**src/include/switch_settings.svh**
```systemverilog
`ifndef SWITCH_SETTINGS_SVH
`define SWITCH_SETTINGS_SVH

// input ports, output ports and banks all share this count
`define NUM_PORTS 4

// one page holds a whole packet
`define PAGE_WORDS 8
`define PAGES_PER_BANK 8

// every page of every bank can sit in one queue, no overflow possible
`define QUEUE_DEPTH (`NUM_PORTS * `PAGES_PER_BANK)

// almost_full once free pages drop to this level
`define ALMOST_FULL_PAGES 2

`define WORD_BITS 16

`endif

```
**src/hdl/switch_pkg.sv**
```systemverilog
`include "switch_settings.svh"

package switch_pkg;

    typedef logic [`WORD_BITS-1:0] word_t;
    typedef logic [$clog2(`NUM_PORTS)-1:0] port_id_t;
    typedef logic [$clog2(`PAGES_PER_BANK)-1:0] page_id_t;
    typedef logic [$clog2(`PAGE_WORDS)-1:0] word_idx_t;
    // one wider than the index, holds 1..8
    typedef logic [$clog2(`PAGE_WORDS):0] word_cnt_t;

    typedef enum logic {
        PRIO_LOW  = 1'b0,
        PRIO_HIGH = 1'b1
    } prio_e;

    // header word layout: prio in bit 4, dest in bits 1:0
    typedef struct packed {
        logic [`WORD_BITS-6:0] rsvd_hi;
        prio_e                 prio;
        logic [1:0]            rsvd_lo;
        port_id_t              dest;
    } header_t;

    // router to bank, sop carries no data
    typedef struct packed {
        logic     vld;
        logic     sop;
        logic     eop;
        port_id_t dest;
        prio_e    prio;
        word_t    data;
    } wr_beat_t;

    // one finished packet sitting in a bank
    typedef struct packed {
        logic      vld;
        port_id_t  bank;
        page_id_t  page;
        word_cnt_t count;
        port_id_t  dest;
        prio_e     prio;
    } descriptor_t;

    // last also releases the page
    typedef struct packed {
        logic      en;
        page_id_t  page;
        word_idx_t word_idx;
        logic      last;
    } rd_req_t;

    typedef enum logic {
        EG_IDLE   = 1'b0,
        EG_STREAM = 1'b1
    } egress_state_e;

endpackage

```
**src/hdl/page_bank.sv**
```systemverilog
`include "switch_settings.svh"

module page_bank #(
    parameter int BANK_ID = 0
) (
    input  logic                    clk,
    input  logic                    rst_n,
    input  switch_pkg::wr_beat_t    beat,
    output switch_pkg::descriptor_t desc,
    input  switch_pkg::rd_req_t     rd_req,
    output switch_pkg::word_t       rd_word,
    output logic                    full,
    output logic                    almost_full
);

    // packet memory, one page per packet
    switch_pkg::word_t mem [`PAGES_PER_BANK][`PAGE_WORDS];

    // 1 = page free
    logic [`PAGES_PER_BANK-1:0] free_map;
    logic [$clog2(`PAGES_PER_BANK):0] free_cnt;
    switch_pkg::page_id_t alloc_page;

    // page and word count of the packet being written
    switch_pkg::page_id_t  wr_page;
    switch_pkg::word_cnt_t wr_cnt;

    // lowest free page, plus number of free pages
    always_comb begin
        alloc_page = '0;
        free_cnt = '0;
        for (int i = `PAGES_PER_BANK - 1; i >= 0; i--) begin
            if (free_map[i]) begin
                alloc_page = switch_pkg::page_id_t'(i);
                free_cnt = free_cnt + 1'b1;
            end
        end
    end

    assign full = (free_cnt == '0);
    assign almost_full = (free_cnt <= `ALMOST_FULL_PAGES);

    always_ff @(posedge clk) begin
        if (!rst_n) begin
            free_map <= '1;
            wr_cnt <= '0;
            desc.vld <= 1'b0;
        end else begin
            desc.vld <= 1'b0;
            // router never sends sop to a full bank, guard anyway
            if (beat.sop && !full) begin
                free_map[alloc_page] <= 1'b0;
                wr_cnt <= '0;
            end else if (beat.vld) begin
                wr_cnt <= wr_cnt + 1'b1;
                if (beat.eop) begin
                    desc.vld <= 1'b1;
                end
            end
            // allocated and released pages never collide
            if (rd_req.en && rd_req.last) begin
                free_map[rd_req.page] <= 1'b1;
            end
        end
    end

    // descriptor fields, qualified by desc.vld
    always_ff @(posedge clk) begin
        if (beat.sop && !full) begin
            wr_page <= alloc_page;
        end
        if (beat.vld && beat.eop) begin
            desc.bank <= switch_pkg::port_id_t'(BANK_ID);
            desc.page <= wr_page;
            desc.count <= wr_cnt + 1'b1;
            desc.dest <= beat.dest;
            desc.prio <= beat.prio;
        end
    end

    // write port and registered read port
    always_ff @(posedge clk) begin
        if (beat.vld) begin
            mem[wr_page][switch_pkg::word_idx_t'(wr_cnt)] <= beat.data;
        end
        if (rd_req.en) begin
            rd_word <= mem[rd_req.page][rd_req.word_idx];
        end
    end

endmodule

```
**config.mk**
```make
export PLATFORM = sky130hd
export DESIGN_NAME = page_bank
export DESIGN_NICKNAME = d
export VERILOG_FILES = /design/src/hdl/switch_pkg.sv /design/src/hdl/page_bank.sv
export VERILOG_INCLUDE_DIRS = /design/src /design/src/include
export SDC_FILE = /design/constraint.sdc
export NUM_CORES = 1
export LEC_CHECK = 0
export ABC_AREA = 1
export BUFFER_PORTS_ARGS = -buffer_cell sky130_fd_sc_hd__buf_2
export CORE_MARGIN = 1
export CORE_UTILIZATION = 30
export CTS_CLUSTER_SIZE = 30
export DETAILED_ROUTE_END_ITERATION = 6
export PLACE_DENSITY_LB_ADDON = 0.15
export SLEW_MARGIN = 10
export SYNTH_ARGS = -nofsm -noshare
export SYNTH_HDL_FRONTEND = slang
export SYNTH_SLANG_ARGS = --single-unit
```
**constraint.sdc**
```tcl
create_clock -name clk -period 4.42 [get_ports clk]
set_input_delay 0.442 -clock clk [delete_from_list [all_inputs] [get_ports clk]]
set_output_delay 0.442 -clock clk [all_outputs]
set_load 0.005 [all_outputs]
```
Word level (Yosys, flattened, before mapping) --
Memories as Yosys holds them, arrays and structs flattened. Index checks and enable logic that the tools add are counted.
Storage, ports and cells: logic and storage cells 74, RAM bits 1024, bits of input ports 32, memories kept 1, bits in registers 42, output and inout bits 31
Operators by class: bitwise gates (word level) 7, order comparisons 8, multiplexer cells 31, reductions and logical operators 10, add/subtract/negate cells 8
Memory list:
- mem | depth 8, width 128, rd ports 1, clocked after Yosys merged registers in 0, write ports 1, line page_bank.sv:17 | switch_pkg::word_t mem [`PAGES_PER_BANK][`PAGE_WORDS];
Operators by type and width (count):
- 2-to-1 mux 128 bit | 1
- binary-select mux 16 bit (select 3 bit) | 1
- demux 16 bit (select 3 bit) | 1
- 2-to-1 mux 16 bit | 3
- adder 4 x 1 -> 4 bit, second input constant | 8
- 2-to-1 mux 4 bit | 7
- 2-to-1 mux 3 bit | 8
- 2-to-1 mux 8 bit | 3
- AND 8 bit | 1
- >= comparator 4 bit, second input constant | 2
- < comparator 3 x 4 -> 1 bit, second input constant | 2
- NOT 3 -> 4 bit | 2
- NOT 8 bit | 1
- OR 8 bit | 1
- demux 1 bit (select 3 bit) | 2
- >= comparator 3 x 1 -> 1 bit, second input constant | 2
- logical AND 1 bit | 6
- 2-to-1 mux 1 bit | 5
- <= comparator 4 x 2 -> 1 bit, second input constant | 1
- logical NOT 4 bit | 1
- < comparator 4 x 1 -> 1 bit, second input constant | 1
- OR reduction 3 bit | 1
- NOT 1 bit | 2
- OR reduction 2 bit | 1
- logical NOT 1 bit | 1

Logic depth before layout (Yosys ltp) --
Gate-level depths: netlist (run 1).
depth after elaboration 22, mapped depth 29, mapped depth without buffers 29

Least setup slack after synthesis (run 1) --
OpenSTA, ideal clock, no wires.
path type register to output, start register free_map[6], end output full, stages on the path, launching flop included 27, buffers on the path 0, data required time 3978 ps, arrival time 3900 ps, slack 78 ps, path through dfxtp_1 -> inv_1 -> ha_1 -> inv_2 -> nand2_2 -> nand2_1 -> inv_1 -> ha_1 -> nand2_1 -> nand2_1 -> ha_1 -> or2_1 -> nand2_1 -> inv_1 -> ha_1 -> nand2_1 -> nand2_1 -> ha_1 -> or2_2 -> nand2_1 -> inv_1 -> ha_1 -> nand2_1 -> o21ai_0 -> nor2_2 -> nand3_4 -> inv_1
On the way: word-level cells in the longest chain between the ends 14
RTL lines:
- from (decl) | line page_bank.sv:20 | logic [`PAGES_PER_BANK-1:0] free_map;
- from (signal assigned) | line page_bank.sv:45 | free_map <= '1;
- from (signal, indexed assignment) | line page_bank.sv:52 | free_map[alloc_page] <= 1'b0;
- from (signal, indexed assignment) | line page_bank.sv:62 | free_map[rd_req.page] <= 1'b1;
- 2-to-1 mux 4 bit * | line page_bank.sv:33 | if (free_map[i]) begin
- adder 4 x 1 -> 4 bit | line page_bank.sv:35 | free_cnt = free_cnt + 1'b1;
- 2-to-1 mux 4 bit * | line page_bank.sv:33
- adder 4 x 1 -> 4 bit | line page_bank.sv:35
- 2-to-1 mux 4 bit * | line page_bank.sv:33
- adder 4 x 1 -> 4 bit | line page_bank.sv:35
- 2-to-1 mux 4 bit * | line page_bank.sv:33
- adder 4 x 1 -> 4 bit | line page_bank.sv:35
- 2-to-1 mux 4 bit * | line page_bank.sv:33
- adder 4 x 1 -> 4 bit | line page_bank.sv:35
- 2-to-1 mux 4 bit * | line page_bank.sv:33
- adder 4 x 1 -> 4 bit | line page_bank.sv:35
- 2-to-1 mux 4 bit * | line page_bank.sv:33
- logical NOT 4 bit * | line page_bank.sv:40 | assign full = (free_cnt == '0);
- to (decl) | line page_bank.sv:12 | output logic full,
Every way passes the cells marked *; elsewhere a longest branch is shown, timed or not.

Worst setup path after layout (run 1) --
Ends and elaborated chain as after synthesis.

==> results of run 1 <==
-- state kept, by name, summed over array words and instances (netlist names) --
signal and count:
wr_page 3, rd_word 16, free_map 8, wr_cnt 4, mem 1024, desc 11
-- power by group --
part           leakage, nW  internal, mW  switching [mW]
Clock                 1.74          5.28            4.03
Combinational         5.02         0.341            1.03
Sequential            9.60          11.2          0.0467
-- worst max path at each step --
stage          depth (start not counted)    to   startpoint  slack [ps]
2_1_floorplan                         26  full  free_map[6]          80
3_3_place_gp                          27  full  free_map[6]         -70
3_5_place_dp                          27  full  free_map[6]         -80
4_1_cts                               27  full  free_map[6]        -490
5_1_grt                               27  full  free_map[6]        -490
6_report                              27  full  free_map[6]        -320
-- layout make-up --
cell class                      instances  area (µm²)
Tap cell                             1863        2330
Clock buffer                          142        2980
Clock inverter                         72         586
Fill cell                           13400       88700
Antenna cell                            6        15.0
Multi-Input combinational cell       1885        9290
Timing Repair Buffer                  238        1870
Sequential cell                      1066       31900
Inverter                               80         318
-- worst register-to-register path, delay by kind of cell, from the launching register on --
kind / cells / cell delay, ps
and+or+nand+nor: 14 / 1350
DFF: 1 / 340
AOI/OAI and AO/OA: 1 / 110
adders and majority gates: 6 / 1420
buffers and inverters: 8 / 620
-- metal layers --
layer | up-vias | GRT usage | wire length (µm)
li1 | 12100 | - | -
met5 | - | 0 | 0
met2 | 598 | 0.290 | 60400
met3 | 131 | 0.0231 | 5590
met4 | 0 | 0.0443 | 2340
met1 | 13200 | 0.263 | 61700
-- cell families after synthesis --
group,Yosys count,synth area share
AND/OR/NAND/NOR,1250,0.121
adder cells (fa/ha/maj),9,0.00269
other,1,0.0000896
AO/OA/AOI/OAI,618,0.0875
buffers and inverters,264,0.0257
XOR/XNOR,3,0.000807
flip-flops,1066,0.761
multiplexers,3,0.000807
-- metrics by stage --
step / utilization / hold WS [ps]
5_1_grt: 0.357 / 73.7
2_1_floorplan: - / 443
4_1_cts: 0.356 / 26.2
6_report: 0.357 / 83.9
3_5_place_dp: 0.328 / 525
3_3_place_gp: 0.328 / 533
-- cell usage after synthesis, types with 4 or more instances --
cell / number
a221oi_1: 21
buf_1: 26
ha_1: 9
o311ai_0: 8
nand3_2: 7
clkbuf_1: 100
inv_1: 74
a31o_2: 4
nand2_1: 386
nand3_1: 133
a211oi_1: 16
buf_2: 54
a21oi_1: 76
a31oi_1: 10
nand4_1: 21
o21ai_1: 16
o2111ai_1: 76
nor2_1: 668
nor3_1: 4
a41oi_1: 9
inv_2: 5
o22ai_1: 19
nand2_2: 14
a22o_1: 14
nor2_2: 8
edfxtp_1: 1053
o21ai_0: 349
dfxtp_1: 13
-- timing repair --
action | 4_1_cts | 5_1_grt
buffers inserted | 33 | 5
endpoints found under the setup margin | 6 | 5
hold buffers | 6 | 0
gates resized for setup | 27 | 21
pin swaps | 30 | 25
endpoints found under the hold margin | 7 | 0
==> metrics.cfg, run 1 <==
[setup_path]
rrSetupSlack_ps = 310
worstPathRequired_ps = 3980
path_buf_inv = 8
crit_type = flip-flop to output pin
critPathTopFamily = adder cells
cp_max_fo = 4
ff2ff_path_depth = 29
path_common_cell = ha_4
crit-reg2reg-launch = free_map[6]
cp_slowest_cell = dfxtp_2
crit_arrival_ps = 4300
end_kind = output pin
slowest_delay_ps = 340
r2r_end = wr_page[1]
start_kind = flip-flop

[cells_and_area]
final_common_cell = edfxtp_1
area_delta_synth_final_pct = 17.7
final_cell_mix = edfxtp_1 (1053), nor2_1 (604), nand2_1 (374)
fin_area_um2 = 49300
layout-drive-gt1-share = 0.152
fin_cells = 5352
nets = 3427

[hold_path]
hold_path_depth = 4
hp-start = beat[20]
min_to = free_map[3]
worstHoldPathType = input pin to flip-flop

[synth]
synth.top_cell.area_share = 0.755
yosys.area.top_type = edfxtp_1
ys_warn_count = 0
syn_avg_cell_area_um2 = 13.0
synth_flop_cell = edfxtp_1
syn_inst = 3214
async_reset_ff_frac = 0
synth_seq_cells = 1066
synth_edf_count = 1053
synth_seq_area_share = 0.761
synthTopCellsByArea = edfxtp_1 (76%), nor2_1 (6.0%), o21ai_0 (4.2%)
ys_types = 42
synth_area_um2 = 41900

[sta]
hold_violations = 0
worst_pin_slew_ps = 1100
finalWorstSetupSlack_ps = -324
final.min_clock_period_ps = 4740
finClkSkew_ps = 41.8
slew_headroom = 0.265
fmaxAchievable_mhz = 211
fin_crit_sh = 1.07
slew_violations = 0
tns_ps = -597
rsz0062_at_grt = yes
finalSetupViolations = 2

[drt]
route.detailed.drc = 0
wl_per_cell_um = 24.3
drt_iter0_drc = 2151
drt_first_pass_iters = 5
vias = 26000
ant_nets = 0
vias_per_cell = 4.87
totalWireLength_um = 130000

[pwr]
ir_worst_vdd_uv = 301
cellPowerDensity_nw_per_um2 = 445
power_mw = 21.9
p_leak_nw = 16.4

[grt]
grt_max_degree = 106
grt_overflow_total = 0
antenna_found_initial = 2
grt_pass1_vias = 25100
grtUsageTotal = 0.182
grt_pass1_wl_um = 186000

[outcome]
status = finished with violations
violations = setup timing

[die]
die-area_um2 = 141000
start_util = 0.303
core_um2 = 138000
die_y_um = 376
die_w_um = 376
pin_count = 63
row_count = 136

[run]
maxCapViolations = 0

[clock_network]
clock_sinks = 1066
numCtsBuffers = 115
cts_tree = done
cts_max_path_buffers = 3
clk_pin_slew_ps = 60
insertion_delay_ps = 750
htree_levels = 3
cts_root_buffer = clkbuf_16

[place]
place_area_um2 = 45200
routabilityCongestion = 0.764
dpl_worst_slack_ps = -76.0
dp_cells = 5096
dp.final_hpwl_um = 74300
portBuffers = 60

(Power assumes the default switching activity.)
==> run 2, diff against run 1 <==
--- a/config.mk
+++ b/config.mk
@@ -10,6 +10,7 @@
 export BUFFER_PORTS_ARGS = -buffer_cell sky130_fd_sc_hd__buf_2
 export CORE_MARGIN = 1
 export CORE_UTILIZATION = 30
+export CTS_BUF_LIST = sky130_fd_sc_hd__clkbuf_4
 export CTS_CLUSTER_SIZE = 30
 export DETAILED_ROUTE_END_ITERATION = 6
 export PLACE_DENSITY_LB_ADDON = 0.15
==> metrics.cfg, run 2 (synthesized netlist as in run 1, its figures left out) <==
[clock_network]
htree_levels = 5
clock_sinks = 1066
cts_max_path_buffers = 4
insertion_delay_ps = 1250
cts_tree = done
numCtsBuffers = 313
cts_root_buffer = clkbuf_4
clk_pin_slew_ps = 50

[drt]
drt_iter0_drc = 2033
vias_per_cell = 4.84
drt_first_pass_iters = 5
wl_per_cell_um = 23.4
route.detailed.drc = 0
ant_nets = 0
totalWireLength_um = 133000
vias = 27400

[die]
die-area_um2 = 141000
pin_count = 63
core_um2 = 138000
die_w_um = 376
start_util = 0.303
row_count = 136
die_y_um = 376

[pwr]
p_leak_nw = 16.9
ir_worst_vdd_uv = 179
cellPowerDensity_nw_per_um2 = 431

[sta]
fmaxAchievable_mhz = 191
finClkSkew_ps = 107
slew_violations = 0
worst_pin_slew_ps = 1080
fin_crit_sh = 1.19
final.min_clock_period_ps = 5250
finalSetupViolations = 2
slew_headroom = 0.280
hold_violations = 0
rsz0062_at_grt = yes
finalWorstSetupSlack_ps = -826
whs_ps = 150

[hold_path]
hold_path_depth = 5
hp-start = beat[21]
min_to = wr_cnt[0]
worstHoldPathType = input pin to flip-flop

[cells_and_area]
largest_register_ffs = 1024
nets = 3657
fin_cells = 5662
layout-drive-gt1-share = 0.221
fin_util = 0.359
reg_top3 = mem: 1024 flops, rd_word: 16 flops, desc: 11 flops
final_common_cell = edfxtp_1
top_register = mem
area_delta_synth_final_pct = 18.5
final_cell_mix = edfxtp_1 (1053), nor2_1 (604), clkbuf_4 (450)

[setup_path]
crit-reg2reg-launch = free_map[6]
path_common_cell = ha_4
ff2ff_path_depth = 29
critPathTopFamily = adder cells
crit_type = flip-flop to output pin
r2r_end = wr_page[1]
cp_max_fo = 4
path_buf_inv = 8
cp_slowest_cell = dfxtp_2
start_kind = flip-flop
worstPathRequired_ps = 3980
end_kind = output pin
slowest_delay_ps = 340
rrSetupSlack_ps = 300
crit_arrival_ps = 4800
path_depth = 27

[grt]
grt_overflow_total = 0
grtUsageTotal = 0.186
grt_pass1_vias = 27000
antenna_found_initial = 4
grt_max_degree = 106
grt_pass1_wl_um = 190000

[place]
routabilityCongestion = 0.764
dp.final_hpwl_um = 74300
portBuffers = 60
dp_cells = 5096

[outcome]
status = finished with violations
violations = setup timing

[run]
maxCapViolations = 0

-- run 2: cell types whose count changed in the layout (fill, tap and decap cells not counted), moves of 8 or more --
| cell | before | now |
|---|---|---|
| clkbuf_4 | 0 | 450 |
| clkbuf_1 | 27 | 0 |
| bufinv_16 | 9 | 1 |
| clkinv_2 | 18 | 5 |
| clkbuf_16 | 115 | 0 |
| dlygate4sd3_1 | 6 | 38 |
-- run 2: metal layers --
metal,vias to the layer above,GRT usage,wire (µm)
met2,822,0.292,61400
met3,161,0.0399,7100
li1,12700,-,-
met4,0,0.0497,2020
met5,-,0,0
met1,13700,0.260,62000
-- run 2: cell type report --
type	count	area (µm²)
Sequential cell	1066	31900
Antenna cell	6	15.0
Inverter	80	318
Tap cell	1863	2330
Fill cell	13600	88400
Multi-Input combinational cell	1885	9290
Timing Repair Buffer	270	2200
Clock buffer	450	3380
Clock inverter	42	190
-- run 2: how the worst max path moves through the flow --
stage	from	slack (ps)	end
floorplan	free_map[6]	80	full
global placement	free_map[6]	-70	full
detailed placement	free_map[6]	-80	full
CTS	free_map[6]	-1090	full
global route	free_map[6]	-1120	full
finish	free_map[6]	-830	full
-- run 2: per-stage QoR --
stage | worst slack, ps | power [mW] | TNS, ps | cell area, µm²
after global routing | -1120 | 22.3 | -2200 | 49600
final | -826 | 21.4 | -1590 | 49600
after CTS | -1090 | 21.7 | -2160 | 49500
after detailed placement | -76.0 | 12.8 | -260 | 45200
after global placement | -73.2 | 12.8 | -243 | 45200
after floorplan | 78.1 | 12.1 | 0 | 41900
-- run 2: worst min-delay path: stages --
cell and delay, ps:
dlygate4sd3_1 520, buf_2 160, nand2_1 90, nand2_1 80
nor2_2 40
-- run 2: timing repair --
item | in CTS | in global routing
endpoints found under the setup margin | 10 | 9
endpoints found under the hold margin | 678 | 0
setup buffers | 33 | 5
hold buffers | 38 | 0
pin swaps | 30 | 25
gates resized for setup | 27 | 22
-- run 2: report_power, final --
part	switching, mW	internal, mW
Clock	4.08	4.65
Sequential	0.0461	11.2
Combinational	1.04	0.359
Total	5.17	16.2
