[config.mk]
export PLATFORM = sky130hd
export DESIGN_NAME = ingress_router
export DESIGN_NICKNAME = d
export VERILOG_FILES = /design/src/hdl/switch_pkg.sv /design/src/hdl/ingress_router.sv
export VERILOG_INCLUDE_DIRS = /design/src /design/src/include
export SDC_FILE = /design/constraint.sdc
export NUM_CORES = 1
export LEC_CHECK = 0
export CORE_ASPECT_RATIO = 1.75
export CORE_MARGIN = 2
export CORE_UTILIZATION = 43
export CTS_BUF_LIST = sky130_fd_sc_hd__clkbuf_8
export CTS_CLUSTER_SIZE = 14
export DETAILED_ROUTE_END_ITERATION = 6
export DONT_BUFFER_PORTS = 1
export SLEW_MARGIN = 25
export SYNTH_ARGS = -nofsm -noshare
export SYNTH_HDL_FRONTEND = slang
export SYNTH_SLANG_ARGS = --single-unit
[constraint.sdc]
create_clock -name clk -period 0.87 [get_ports clk]
set_input_delay 0 -clock clk [delete_from_list [all_inputs] [get_ports clk]]
set_output_delay 0 -clock clk [all_outputs]
set_load 0.05 [all_outputs]
[src/include/switch_settings.svh]
`ifndef SWITCH_SETTINGS_SVH
`define SWITCH_SETTINGS_SVH

// input ports, output ports and banks all share this count
`define NUM_PORTS 4

// one page holds a whole packet
`define PAGE_WORDS 8
`define PAGES_PER_BANK 8

// every page of every bank can sit in one queue, no overflow possible
`define QUEUE_DEPTH (`NUM_PORTS * `PAGES_PER_BANK)

// almost_full once free pages drop to this level
`define ALMOST_FULL_PAGES 2

`define WORD_BITS 16

`endif

[src/hdl/switch_pkg.sv]
`include "switch_settings.svh"

package switch_pkg;

    typedef logic [`WORD_BITS-1:0] word_t;
    typedef logic [$clog2(`NUM_PORTS)-1:0] port_id_t;
    typedef logic [$clog2(`PAGES_PER_BANK)-1:0] page_id_t;
    typedef logic [$clog2(`PAGE_WORDS)-1:0] word_idx_t;
    // one wider than the index, holds 1..8
    typedef logic [$clog2(`PAGE_WORDS):0] word_cnt_t;

    typedef enum logic {
        PRIO_LOW  = 1'b0,
        PRIO_HIGH = 1'b1
    } prio_e;

    // header word layout: prio in bit 4, dest in bits 1:0
    typedef struct packed {
        logic [`WORD_BITS-6:0] rsvd_hi;
        prio_e                 prio;
        logic [1:0]            rsvd_lo;
        port_id_t              dest;
    } header_t;

    // router to bank, sop carries no data
    typedef struct packed {
        logic     vld;
        logic     sop;
        logic     eop;
        port_id_t dest;
        prio_e    prio;
        word_t    data;
    } wr_beat_t;

    // one finished packet sitting in a bank
    typedef struct packed {
        logic      vld;
        port_id_t  bank;
        page_id_t  page;
        word_cnt_t count;
        port_id_t  dest;
        prio_e     prio;
    } descriptor_t;

    // last also releases the page
    typedef struct packed {
        logic      en;
        page_id_t  page;
        word_idx_t word_idx;
        logic      last;
    } rd_req_t;

    typedef enum logic {
        EG_IDLE   = 1'b0,
        EG_STREAM = 1'b1
    } egress_state_e;

endpackage

[src/hdl/ingress_router.sv]
`include "switch_settings.svh"

module ingress_router (
    input  logic                                   clk,
    input  logic                                   rst_n,
    input  logic [`NUM_PORTS-1:0]                  wr_sop,
    input  logic [`NUM_PORTS-1:0]                  wr_eop,
    input  logic [`NUM_PORTS-1:0]                  wr_vld,
    input  switch_pkg::word_t [`NUM_PORTS-1:0]     wr_data,
    input  logic [`NUM_PORTS-1:0]                  bank_full,
    output switch_pkg::wr_beat_t [`NUM_PORTS-1:0]  beat
);

    // header view of the incoming word
    switch_pkg::header_t [`NUM_PORTS-1:0] hdr;

    // packet in progress was accepted at its header
    logic [`NUM_PORTS-1:0] accept;

    // dest and prio held for the data beats
    switch_pkg::port_id_t hold_dest [`NUM_PORTS];
    switch_pkg::prio_e    hold_prio [`NUM_PORTS];

    // data beat = vld without sop
    logic [`NUM_PORTS-1:0] data_beat;

    always_comb begin
        for (int p = 0; p < `NUM_PORTS; p++) begin
            hdr[p] = switch_pkg::header_t'(wr_data[p]);
            data_beat[p] = wr_vld[p] && !wr_sop[p];
        end
    end

    // accept/drop decided only at the header
    always_ff @(posedge clk) begin
        for (int p = 0; p < `NUM_PORTS; p++) begin
            if (!rst_n) begin
                accept[p] <= 1'b0;
            end else if (wr_sop[p]) begin
                accept[p] <= !bank_full[p];
            end else if (data_beat[p] && wr_eop[p]) begin
                // stray beats after eop are ignored
                accept[p] <= 1'b0;
            end
        end
    end

    always_ff @(posedge clk) begin
        for (int p = 0; p < `NUM_PORTS; p++) begin
            if (wr_sop[p]) begin
                hold_dest[p] <= hdr[p].dest;
                hold_prio[p] <= hdr[p].prio;
            end
        end
    end

    // one register stage toward bank p
    always_ff @(posedge clk) begin
        for (int p = 0; p < `NUM_PORTS; p++) begin
            beat[p].data <= wr_data[p];
            // on the header beat take the fields straight from the word
            beat[p].dest <= wr_sop[p] ? hdr[p].dest : hold_dest[p];
            beat[p].prio <= wr_sop[p] ? hdr[p].prio : hold_prio[p];
            if (!rst_n) begin
                beat[p].vld <= 1'b0;
                beat[p].sop <= 1'b0;
                beat[p].eop <= 1'b0;
            end else begin
                beat[p].sop <= wr_sop[p] && !bank_full[p];
                beat[p].vld <= data_beat[p] && accept[p];
                beat[p].eop <= data_beat[p] && accept[p] && wr_eop[p];
            end
        end
    end

endmodule

# After elaboration in Yosys (flattened, before gate mapping)
# Memory sizes are Yosys's and may differ from the RTL's. A register that Yosys moved wholly into a read port is not among the register bits.
# Index checks and enable logic that the tools add are counted.
[totals]
reg_bits = 80
ramBits = 12
elab_cells = 70
n_memories = 2
[op_classes]
muxes = 16
n_reduce_logical = 32
[mem_list]
columns = ["name", "words", "word_bits", "rd", "rd_clocked_by_memory_dff", "write_ports", "line", "rtl"]
rows = [
  ["hold_dest", 4, 2, 4, 4, 4, "ingress_router.sv:21", "switch_pkg::port_id_t hold_dest [`NUM_PORTS];"],
  ["hold_prio", 4, 1, 4, 4, 4, "ingress_router.sv:22", "switch_pkg::prio_e hold_prio [`NUM_PORTS];"],
]
[op_table]
columns = ["operator", "count"]
rows = [
  ["$logic_and 1x1->1", 20],
  ["$mux 1", 16],
  ["$logic_not 1->1", 8],
  ["$reduce_bool 2->1", 4],
]

# Logic depth before layout (Yosys ltp)
# Gate-level depths: netlist of run 1.
[logic_depth]
depth_word = 5
mapped_depth = 3
ltp_nobuf = 3

# Worst setup path after synthesis of run 1
# Ideal clock, no wire load.
[synth_timing]
path_kind = "reg-to-reg"
start = "reg accept[0]"
end = "reg beat[21] (netlist name)"
setup_time_ps = 116
t_arrival_ps = 605
t_required_ps = 754
slack_ps = 149
path_stages_with_launch = 3
path_cell_list = "dfxtp_1 -> nor2b_2 -> and3_2"
[synth_between]
elab_chain_len = 1
[synth_lines]
columns = ["element", "line", "rtl"]
rows = [
  ["start: declaration", "ingress_router.sv:18", "logic [`NUM_PORTS-1:0] accept;"],
  ["start signal: indexed assignment", "ingress_router.sv:40", "accept[p] <= !bank_full[p];"],
  ["$logic_and 1x1->1", "ingress_router.sv:70", "beat[p].vld <= data_beat[p] && accept[p];"],
  ["end: declaration", "ingress_router.sv:11", "output switch_pkg::wr_beat_t [`NUM_PORTS-1:0] beat"],
]
# Every way passes these cells.
# A chain may end at the register's enable or synchronous reset.

==> qor.yml, run 1 <==
worstSetupStartpointType: "register"
rsz0062_at_grt: "true"
via_count: 1749
place_hpwl_um: 3910
r2r_setup_slack_ns: 0.03
place_area_sq_mm: 0.00296
port-buffer-count: 0
slew_viol_final: 0
dr.pass1.iters: 6
overflow: 0
ys_top_cells_by_count: "80 x dfxtp_1, 12 x edfxtp_1, 8 x nand2_1"
instances_no_fill: 373
drive_gt1_frac: 0.594
cp.buffers_inverters: 1
r2r.worst_path.cells: 3
stdcell_area_sq_mm: 0.00454
cp_slowest_stage_delay_ns: 0.46
die-area_sq_mm: 0.00591
finalHoldWorstSlack_ns: 0.0834
synth_most_common_cell: "dfxtp_1"
wl_um: 9060
clk_path_buf_depth: 2
hold_viol_final: 0
nets: 395
die_w_um: 59.0
violations: "DRC, setup timing"
grt_pass1_vias: 1977
dp_slack_ns: 0.113
post-route-period-util: 1.16
antenna_found_initial: 0
htree_levels: 3
grt_max_degree: 17
cp.arrival_ns: 1.01
setup_slack_ns: -0.136
netlist_area_sq_mm: 0.00227
nFillCells: 217
crit_chain: "buf_6"
diodes: 0
mappedNetlistNets: 221
power.density_mw_per_mm2: 2140
tns_ns: -0.940
drc: 14
wl_per_cell_um: 24.3
hold_start: "bank_full[0]"
synthTopCellsByArea: "dfxtp_1 70%, edfxtp_1 16%, and2_1 1.7%"
cts_sinks: 92
fin_worst_skew_ns: 0.0149
cp_top_family: "flip-flops"
clkLatencyLatePin_ns: 0.36
synth_ff_type: "dfxtp_1"
fp.coreArea_sq_mm: 0.00517
cts_tree: "yes"
fmax_mhz: 994
reg2reg_from: "accept[2]"
dpl.cell_count: 277
ys_seq_area_frac: 0.863
hold_depth: 3
viasPerCell: 4.69
worst_setup_path_end_kind: "output port"
power_mw: 9.71
synth_cells: 139
layout-area-overhead-vs-synth_pct: 99.5
post_cts_buffers: 0
worst_slew_pin_slew_ns: 0.522
outcome: "finished, violations left"
syn_avg_cell_area_sq_um: 16.4
p_leak_nw: 1.96
place_congestion: 0.672
cts.clk_slew.worst_paths_ns: 0.11
path_class: "register to output port"
synth_edf_count: 12
reg2reg_to: "beat[63]"
yosysTopAreaCell: "dfxtp_1"
relSlewSlack: 0.652
whs_endpoint: "accept[0]"
maxCapViolations: 0
cp.required_ns: 0.87
cts_buffers: 9
utilization: 0.878
start_util: 0.440
worstPathMaxFanout: 1
post-synth-top-area-fraction: 0.704
ant_nets: 0
num_rows: 35
root_buffer: "clkbuf_8"
die_h_um: 100
finalSetupViolations: 20
ioPinCount: 170
synth_cell_types: 15
fin_crit_ns: 1.01
ir_drop_uv: 2090
hold_path_class: "input port to register"
crit_slowest_cell: "edfxtp_1"
grtUsageTotal: 0.263
grt_first_pass_wirelength_um: 10700
ys_seq_elements: 92
drt_iter0_markers: 39
ys_warn_count: 0
synth-async-reset-ratio: 0
## area by class of cell
class,count,area [sq um],share of cell area
Sequential cell,92,2050,0.452
Multi-Input combinational cell,42,279,0.0615
Clock inverter,7,98.8,0.0218
Tap cell,55,68.8,0.0152
Clock buffer,9,124,0.0273
Timing Repair Buffer,168,1920,0.422
## how the worst max path moves through the flow
stage / endpoint / depth (start not counted) / from
finish: beat[17] / 1 / hold_dest[0][0]
global route: beat[17] / 1 / hold_dest[0][0]
CTS: beat[84] / 1 / hold_dest[3][1]
detailed placement: beat[65] / 2 / accept[2]
global placement: beat[43] / 2 / accept[1]
floorplan: beat[21] / 2 / accept[0]
## cells by family (layout without fill, tap and decap cells)
group           Yosys count  count (layout)  synth area share
compound gates            4               4            0.0105
buf+inv                   5             184            0.0182
flops                    92              92             0.863
simple gates             38              38             0.108
## worst reg2reg max path, cell delays in order (launching register included)
cell,delay [ns]
dfxtp_1,0.35
nor2b_4,0.19
nand2_1,0.08
nor2_1,0.15
## cell usage in the layout, fill, tap and decap left out, drive strengths merged
master / count
and2b: 3
and2: 10
edfxtp: 12
nor2: 4
nor2b: 9
and3: 4
bufinv: 2
inv: 4
dlygate4sd3: 77
dlymetal6s4s: 3
buf: 88
dfxtp: 80
nand2: 8
clkbuf: 9
a21oi: 4
clkinv: 1
## sequential cells by signal, indices dropped and copies added, names as in the netlist
signal	count
beat	82
accept	4
hold_prio	1
hold_dest	5
## repair_timing
action / 4_1_cts / 5_1_grt
hold buffers: 80 / 0
endpoints found under the setup margin: 78 / 88
gates resized for setup: 97 / 97
hold endpoints to repair: 104 / 0
## metal layers
metal / up-vias / track usage / routed length (um)
met2: 111 / 0.480 / 5220
met5: - / 0 / 0
li1: 789 / - / -
met4: 0 / 0.173 / 340
met3: 25 / 0.0747 / 621
met1: 824 / 0.239 / 2880
## power by group
| group | switching (mW) | total, mW | internal [mW] |
|---|---|---|---|
| Combinational | 1.02 | 1.75 | 0.733 |
| Sequential | 0.154 | 4.71 | 4.56 |
| Clock | 1.60 | 3.25 | 1.65 |
| Total | 2.77 | 9.71 | 6.94 |
Power figures use the tool's default switching activity.
==> inputs of run 2 (changes only) <==
--- a/config.mk
+++ b/config.mk
@@ -6,7 +6,7 @@
 export SDC_FILE = /design/constraint.sdc
 export NUM_CORES = 1
 export LEC_CHECK = 0
-export CORE_ASPECT_RATIO = 1.75
+export CORE_ASPECT_RATIO = 1.1
 export CORE_MARGIN = 2
 export CORE_UTILIZATION = 43
 export CTS_BUF_LIST = sky130_fd_sc_hd__clkbuf_8
==> run 2 against run 1 <==
The flow finishes with violations (setup timing); sequential power about the same; die area decreased by 0.38%; largest cell class unchanged; clock power increased by 2%; critical endpoint is now beat[38]; critical path type unchanged; register-to-register slack improved by 0.03 ns.
==> qor.yml, run 2 (synthesized netlist as in run 1, its figures left out) <==
outcome: "finished, violations left"
violations: "setup timing"
place_congestion: 0.683  # +1.7%
maxUsedRoutingLayer: "met4"
largest_register: "beat"
crit_chain: "buf_6"
fin_crit_ns: 0.958  # -0.0479 ns
largest_reg_flops: 82  # unchanged
cp.buffers_inverters: 1  # unchanged
hold_path_class: "input port to register"
grt_pass1_vias: 1875  # -5.2%
die-area_sq_mm: 0.00589  # -0.38%
cp_top_family: "flip-flops"
reg.largest.list: "beat (82), hold_dest (5), accept (4)"
place_area_sq_mm: 0.00297  # +0.13%
internal_power_mw: 7.00  # +0.89%
worstPathMaxFanout: 1  # unchanged
wl_met1_um: 2830  # -1.5%
num_rows: 27  # -23%
power_mw: 9.70  # -0.14%
fmax_mhz: 1040  # +5.0%
ant_nets: 0  # unchanged
via_count: 1722  # -1.5%
maxCapViolations: 0  # unchanged
drc: 0  # -14
viasPerCell: 4.56  # -2.8%
overflow: 0  # unchanged
combPwrFrac: 0.176  # -0.004
stdcell_area_sq_mm: 0.00450  # -0.69%
seq_power_share: 0.484  # about the same
worst_slew_pin_slew_ns: 0.467  # -0.0555 ns
die_h_um: 80.3  # -20%
instances_no_fill: 378  # +1.3%
nFillCells: 199  # -8.3%
finalSetupViolations: 22  # +10%
cp-startpoint: "beat[38]"
finalHoldWorstSlack_ns: 0.179  # +0.0960 ns
reg2reg_from: "accept[0]"
drt_iter0_markers: 62  # +59%
p_leak_nw: 1.92  # -1.9%
hold_viol_final: 0  # unchanged
cp.arrival_ns: 0.96  # -0.05 ns
grtUsageTotal: 0.236  # -0.0269
path_class: "register to output port"
wl_per_cell_um: 21.2  # -13%
sw_frac_of_total: 0.278  # -0.00733
cts_buffers: 9  # unchanged
ir_drop_uv: 1650  # -21%
crit_slowest_cell: "edfxtp_1"
nets: 396  # +0.25%
ioPinCount: 170  # unchanged
relSlewSlack: 0.688  # +0.0360
cp_slowest_stage_delay_ns: 0.43  # -0.03 ns
wl_met2_um: 4300  # -18%
clkPwrFrac: 0.340  # +0.005
power.density_mw_per_mm2: 2150  # +0.56%
grt_first_pass_wirelength_um: 9980  # -6.9%
cts_sinks: 92  # unchanged
start_util: 0.449  # +0.00869
drive_gt1_frac: 0.564  # -0.0301
route.met3.wl_um: 727  # +17%
final_cell_mix: "81 x dlygate4sd3_1, 62 x buf_6, 61 x dfxtp_2"
setup_slack_ns: -0.0879  # +0.0479 ns
htree_levels: 3  # unchanged
layout-area-overhead-vs-synth_pct: 98.1
port-buffer-count: 0  # unchanged
clk_path_buf_depth: 2  # unchanged
cp.required_ns: 0.87  # about the same
wl_um: 8030  # -11%
clkLatencyLatePin_ns: 0.35  # about the same
final_common_cell: "dlygate4sd3_1"
root_buffer: "clkbuf_8"
antenna_found_initial: 0  # unchanged
p_sw_mw: 2.70  # -2.7%
cts_tree: "yes"
die_w_um: 73.3  # +24%
worst_setup_path_end_kind: "output port"
post-route-period-util: 1.10  # -0.0550
cts.clk_slew.worst_paths_ns: 0.11  # about the same
grt_max_degree: 17  # unchanged
hold_start: "wr_data[50]"
dpl.cell_count: 280  # +1.1%
dr.pass1.iters: 4  # -2
fp.coreArea_sq_mm: 0.00507  # -1.9%
rsz0062_at_grt: "true"
worstSetupStartpointType: "register"
post_cts_buffers: 0  # unchanged
fin_worst_skew_ns: 0.00508  # -0.00982 ns
slew_viol_final: 0  # unchanged
[run 2: changes by cell type in the layout (fill, tap and decap cells not counted), sizes merged]
cell / change
diode: +1
dlygate4sd3: +4
clkinvlp: +1
dlymetal6s4s: -3
clkbuf: +1
clkinv: -1
inv: -1
[run 2: worst paths after layout]
| path | endpoint | depth (start not counted) | slack [ns] |
|---|---|---|---|
| max | beat[38] | 1 | -0.09 |
| max reg2reg | beat[19] | 3 | 0.06 |
| min | beat[68] | 1 | 0.18 |
| min reg2reg | beat[41] | 3 | 0.57 |
[run 2: layout make-up]
| type | instances | area [sq um] | area share |
|---|---|---|---|
| sequential | 92 | 2040 | 0.452 |
| timing repair buffer | 169 | 1890 | 0.420 |
| multi-input combinational | 42 | 270 | 0.0600 |
| clock buffer | 10 | 138 | 0.0306 |
| clock inverter | 6 | 91.3 | 0.0203 |
| tap | 58 | 72.6 | 0.0161 |
| antenna | 1 | 2.50 | 0.000556 |
[run 2: worst reg2reg max path: stages (launching register included)]
cell and delay, ns:
dfxtp_1 0.33, nor2b_2 0.19, nand2_1 0.07, nor2_1 0.15
[run 2: routing by layer]
layer / vias up / global-route usage
met1: 806 / 0.235
li1: 792 / -
met4: 0 / 0.0836
met3: 14 / 0.0841
met2: 110 / 0.443
met5: - / 0
[run 2: repair_timing]
item	in CTS	in global routing
endpoints found under the setup margin	38	83
resized for setup	42	131
endpoints found under the hold margin	104	0
hold buffers	81	0
[run 2: through the flow]
stage	setup WS, ns	setup TNS (ns)	util
after floorplan	0.149	0	-
after global placement	0.143	0	0.585
after global routing	-0.111	-1.99	0.888
after detailed placement	0.113	0	0.585
after CTS	-0.0661	-0.475	0.820
final	-0.0879	-0.725	0.889
[run 2: power groups by stage]
stage          combinational, mW  sequential (mW)  clock [mW]
2_1_floorplan              0.144             5.39           0
3_3_place_gp                1.16             4.68           0
3_5_place_dp                1.17             4.69           0
4_1_cts                     1.56             4.61        3.21
5_1_grt                     1.76             4.71        3.52
6_report                    1.71             4.69        3.30
==> inputs of run 3 (changes only) <==
--- a/config.mk
+++ b/config.mk
@@ -6,6 +6,7 @@
 export SDC_FILE = /design/constraint.sdc
 export NUM_CORES = 1
 export LEC_CHECK = 0
+export ABC_AREA = 1
 export CORE_ASPECT_RATIO = 1.1
 export CORE_MARGIN = 2
 export CORE_UTILIZATION = 43
==> run 3 against run 2 <==
Sequential power hardly changed; largest power group unchanged; synthesized area is 1.3% higher; cell area is 0.78% lower; worst hold slack worse by 0.042 ns; the run still ends with setup timing left; first-iteration DRC count is 15% higher; fmax is 2.0% higher; highest routed layer unchanged; clock power is 9.1% lower; cell count is 8.7% higher.
==> qor.yml, run 3 <==
synth_edf_count: 12  # unchanged
fin_worst_skew_ns: 0.000845  # -0.00423 ns
drc: 0  # unchanged
ant_nets: 0  # unchanged
cp.arrival_ns: 0.94  # -0.02 ns
largest_reg_flops: 82  # unchanged
violations: "setup timing"
syn_avg_cell_area_sq_um: 14.7  # -10%
place_congestion: 0.744  # +9.0%
nets: 414  # +4.5%
ioPinCount: 170  # unchanged
worstPathMaxFanout: 1  # unchanged
path_class: "register to output port"
drive_gt1_frac: 0.513  # -0.0509
cp_slowest_stage_delay_ns: 0.42  # about the same
wl_um: 8220  # +2.4%
fp.coreArea_sq_mm: 0.00510  # +0.67%
finalSetupViolations: 15  # -32%
ys_warn_count: 0  # unchanged
multi_input_area_sq_um: 233  # -14%
power_mw: 9.39  # -3.2%
start_util: 0.452  # +0.00292
clk_path_buf_depth: 2  # unchanged
drt_iter0_markers: 71  # +15%
wl_per_cell_um: 20.0  # -5.9%
dpl.cell_count: 312  # +11%
grtUsageTotal: 0.232  # -0.00403
wl_met1_um: 2550  # -10%
synth_ff_type: "dfxtp_1"
setup_slack_ns: -0.0691  # +0.0188 ns
viasPerCell: 4.49  # -1.5%
synth_top_family_by_area: "simple AND/OR/NAND/NOR gates"
cp_top_family: "flip-flops"
maxCapViolations: 0  # unchanged
final-seq-area_sq_mm: 0.00203  # -0.25%
wl_met2_um: 4950  # +15%
synth_cell_types: 10  # -5
slew_viol_final: 0  # unchanged
cp.buffers_inverters: 1  # unchanged
synthAdderAreaFrac: 0  # unchanged
mappedNetlistNets: 239  # +8.1%
rsz0062_at_grt: "true"
fin_crit_ns: 0.939  # -0.0188 ns
worstSetupStartpointType: "register"
synth-compound-area-share: 0.0152  # +0.00475
dr.pass1.iters: 4  # unchanged
synth_simple_gate_area_share: 0.0858  # -0.0226
nFillCells: 214  # +7.5%
synth_most_common_cell: "dfxtp_1"
yosys.area_share.xor_xnor: 0  # unchanged
ys_seq_area_frac: 0.852  # -0.0112
worst_slew_pin_slew_ns: 0.620  # +0.154 ns
maxUsedRoutingLayer: "met4"
outcome: "finished, violations left"
dp_slack_ns: 0.212  # +0.0987 ns
place_hpwl_um: 3920
die_h_um: 80.8  # +0.62%
synth_mux_area_frac: 0  # unchanged
reg.largest.list: "beat (82), hold_dest (5), accept (4)"
worst_setup_path_end_kind: "output port"
relSlewSlack: 0.586  # -0.101
synth-async-reset-ratio: 0  # unchanged
cts_sinks: 92  # unchanged
fmax_mhz: 1060  # +2.0%
die_w_um: 73.8  # +0.62%
hold_viol_final: 0  # unchanged
largest_register: "beat"
route.met3.wl_um: 485  # -33%
grt_max_degree: 18  # +1
netlist_area_sq_mm: 0.00230  # +1.3%
synthTopCellsByArea: "dfxtp_1 70%, edfxtp_1 16%, nand2_1 3.6%"
cp.required_ns: 0.87  # about the same
overflow: 0  # unchanged
num_rows: 27  # unchanged
ys_seq_elements: 92  # unchanged
htree_levels: 3  # unchanged
ir_drop_uv: 1560  # -5.8%
die-area_sq_mm: 0.00596  # +1.2%
instances_no_fill: 411  # +8.7%
finalHoldWorstSlack_ns: 0.137  # -0.0425 ns
final_cell_mix: "78 x dlygate4sd3_1, 77 x buf_6, 57 x dfxtp_2"
power.density_mw_per_mm2: 2100  # -2.4%
layout-area-overhead-vs-synth_pct: 94.0
final_common_cell: "dlygate4sd3_1"
stdcell_area_sq_mm: 0.00447  # -0.78%
ys_top_cells_by_count: "80 x dfxtp_1, 22 x nand2_1, 18 x inv_1"
place_area_sq_mm: 0.00301  # +1.6%
hold_path_class: "input port to register"
crit_chain: "buf_6"
port-buffer-count: 0  # unchanged
grt_pass1_vias: 2044  # +9.0%
cts_buffers: 9  # unchanged
root_buffer: "clkbuf_8"
cts.clk_slew.worst_paths_ns: 0.10  # about the same
via_count: 1845  # +7.1%
post-route-period-util: 1.08  # -0.0216
p_leak_nw: 2.02  # +5.1%
synth_cells: 157  # +13%
cts_tree: "yes"
antenna_found_initial: 2  # +2
grt_first_pass_wirelength_um: 9890  # -0.97%
crit_slowest_cell: "edfxtp_1"
clkLatencyLatePin_ns: 0.34  # about the same
yosysTopAreaCell: "dfxtp_1"
post-synth-top-area-fraction: 0.695  # -0.00918
[run 3: cell types whose count changed in the layout (fill, tap and decap cells not counted), sizes merged, moves of 3 or more]
| cell | before | now |
|---|---|---|
| a21oi | 4 | 0 |
| and2 | 10 | 0 |
| and2b | 3 | 0 |
| and3 | 4 | 0 |
| dlygate4sd3 | 81 | 78 |
| dlymetal6s4s | 0 | 3 |
| inv | 3 | 23 |
| nand2 | 8 | 26 |
| nor2 | 4 | 8 |
| nor2b | 9 | 0 |
| nor3 | 0 | 4 |
| o21ai | 0 | 4 |
[run 3: cell families after synthesis]
| kind of cell | after synthesis |
|---|---|
| AO/OA/AOI/OAI | 4 |
| buffers and inverters | 23 |
| AND/OR/NAND/NOR | 38 |
| flip-flops | 92 |
[run 3: path summary, 6_finish.rpt]
kind             start        end  slack [ns]  cells past startpoint
min          wr_sop[1]   beat[40]        0.14                      1
max reg2reg  accept[1]   beat[41]        0.09                      2
max           beat[16]   beat[16]       -0.07                      1
min reg2reg  accept[0]  accept[0]        0.50                      2
[run 3: through the flow]
stage / setup TNS, ns / util
2_1_floorplan: 0 / -
3_3_place_gp: 0 / 0.591
3_5_place_dp: 0 / 0.591
4_1_cts: -0.878 / 0.813
5_1_grt: -1.19 / 0.876
6_report: -0.500 / 0.876
[run 3: timing repair]
item / in CTS / in global routing
pin swaps: 0 / 0
setup endpoints to repair: 31 / 99
hold buffers: 81 / 0
hold endpoints to repair: 104 / 0
setup buffers: 0 / 0
resized for setup: 34 / 121
[run 3: cell type report]
type / instances / area share
antenna: 2 / 0.00112
clock buffer: 9 / 0.0277
clock inverter: 7 / 0.0182
inverter: 18 / 0.0151
multi-input combinational: 42 / 0.0521
sequential: 92 / 0.455
tap: 72 / 0.0202
timing repair buffer: 169 / 0.411
[run 3: where the power goes]
group | total, mW | leakage (nW) | switching [mW] | internal (mW)
clock | 3.00 | 0.108 | 1.61 | 1.39
combinational | 1.71 | 1.13 | 1.03 | 0.685
sequential | 4.68 | 0.789 | 0.129 | 4.55
total | 9.39 | 2.02 | 2.76 | 6.63
[run 3: routing by layer]
layer / vias up / global-route usage
li1: 827 / -
met1: 901 / 0.195
met2: 98 / 0.463
met3: 19 / 0.0695
met4: 0 / 0.129
met5: - / 0
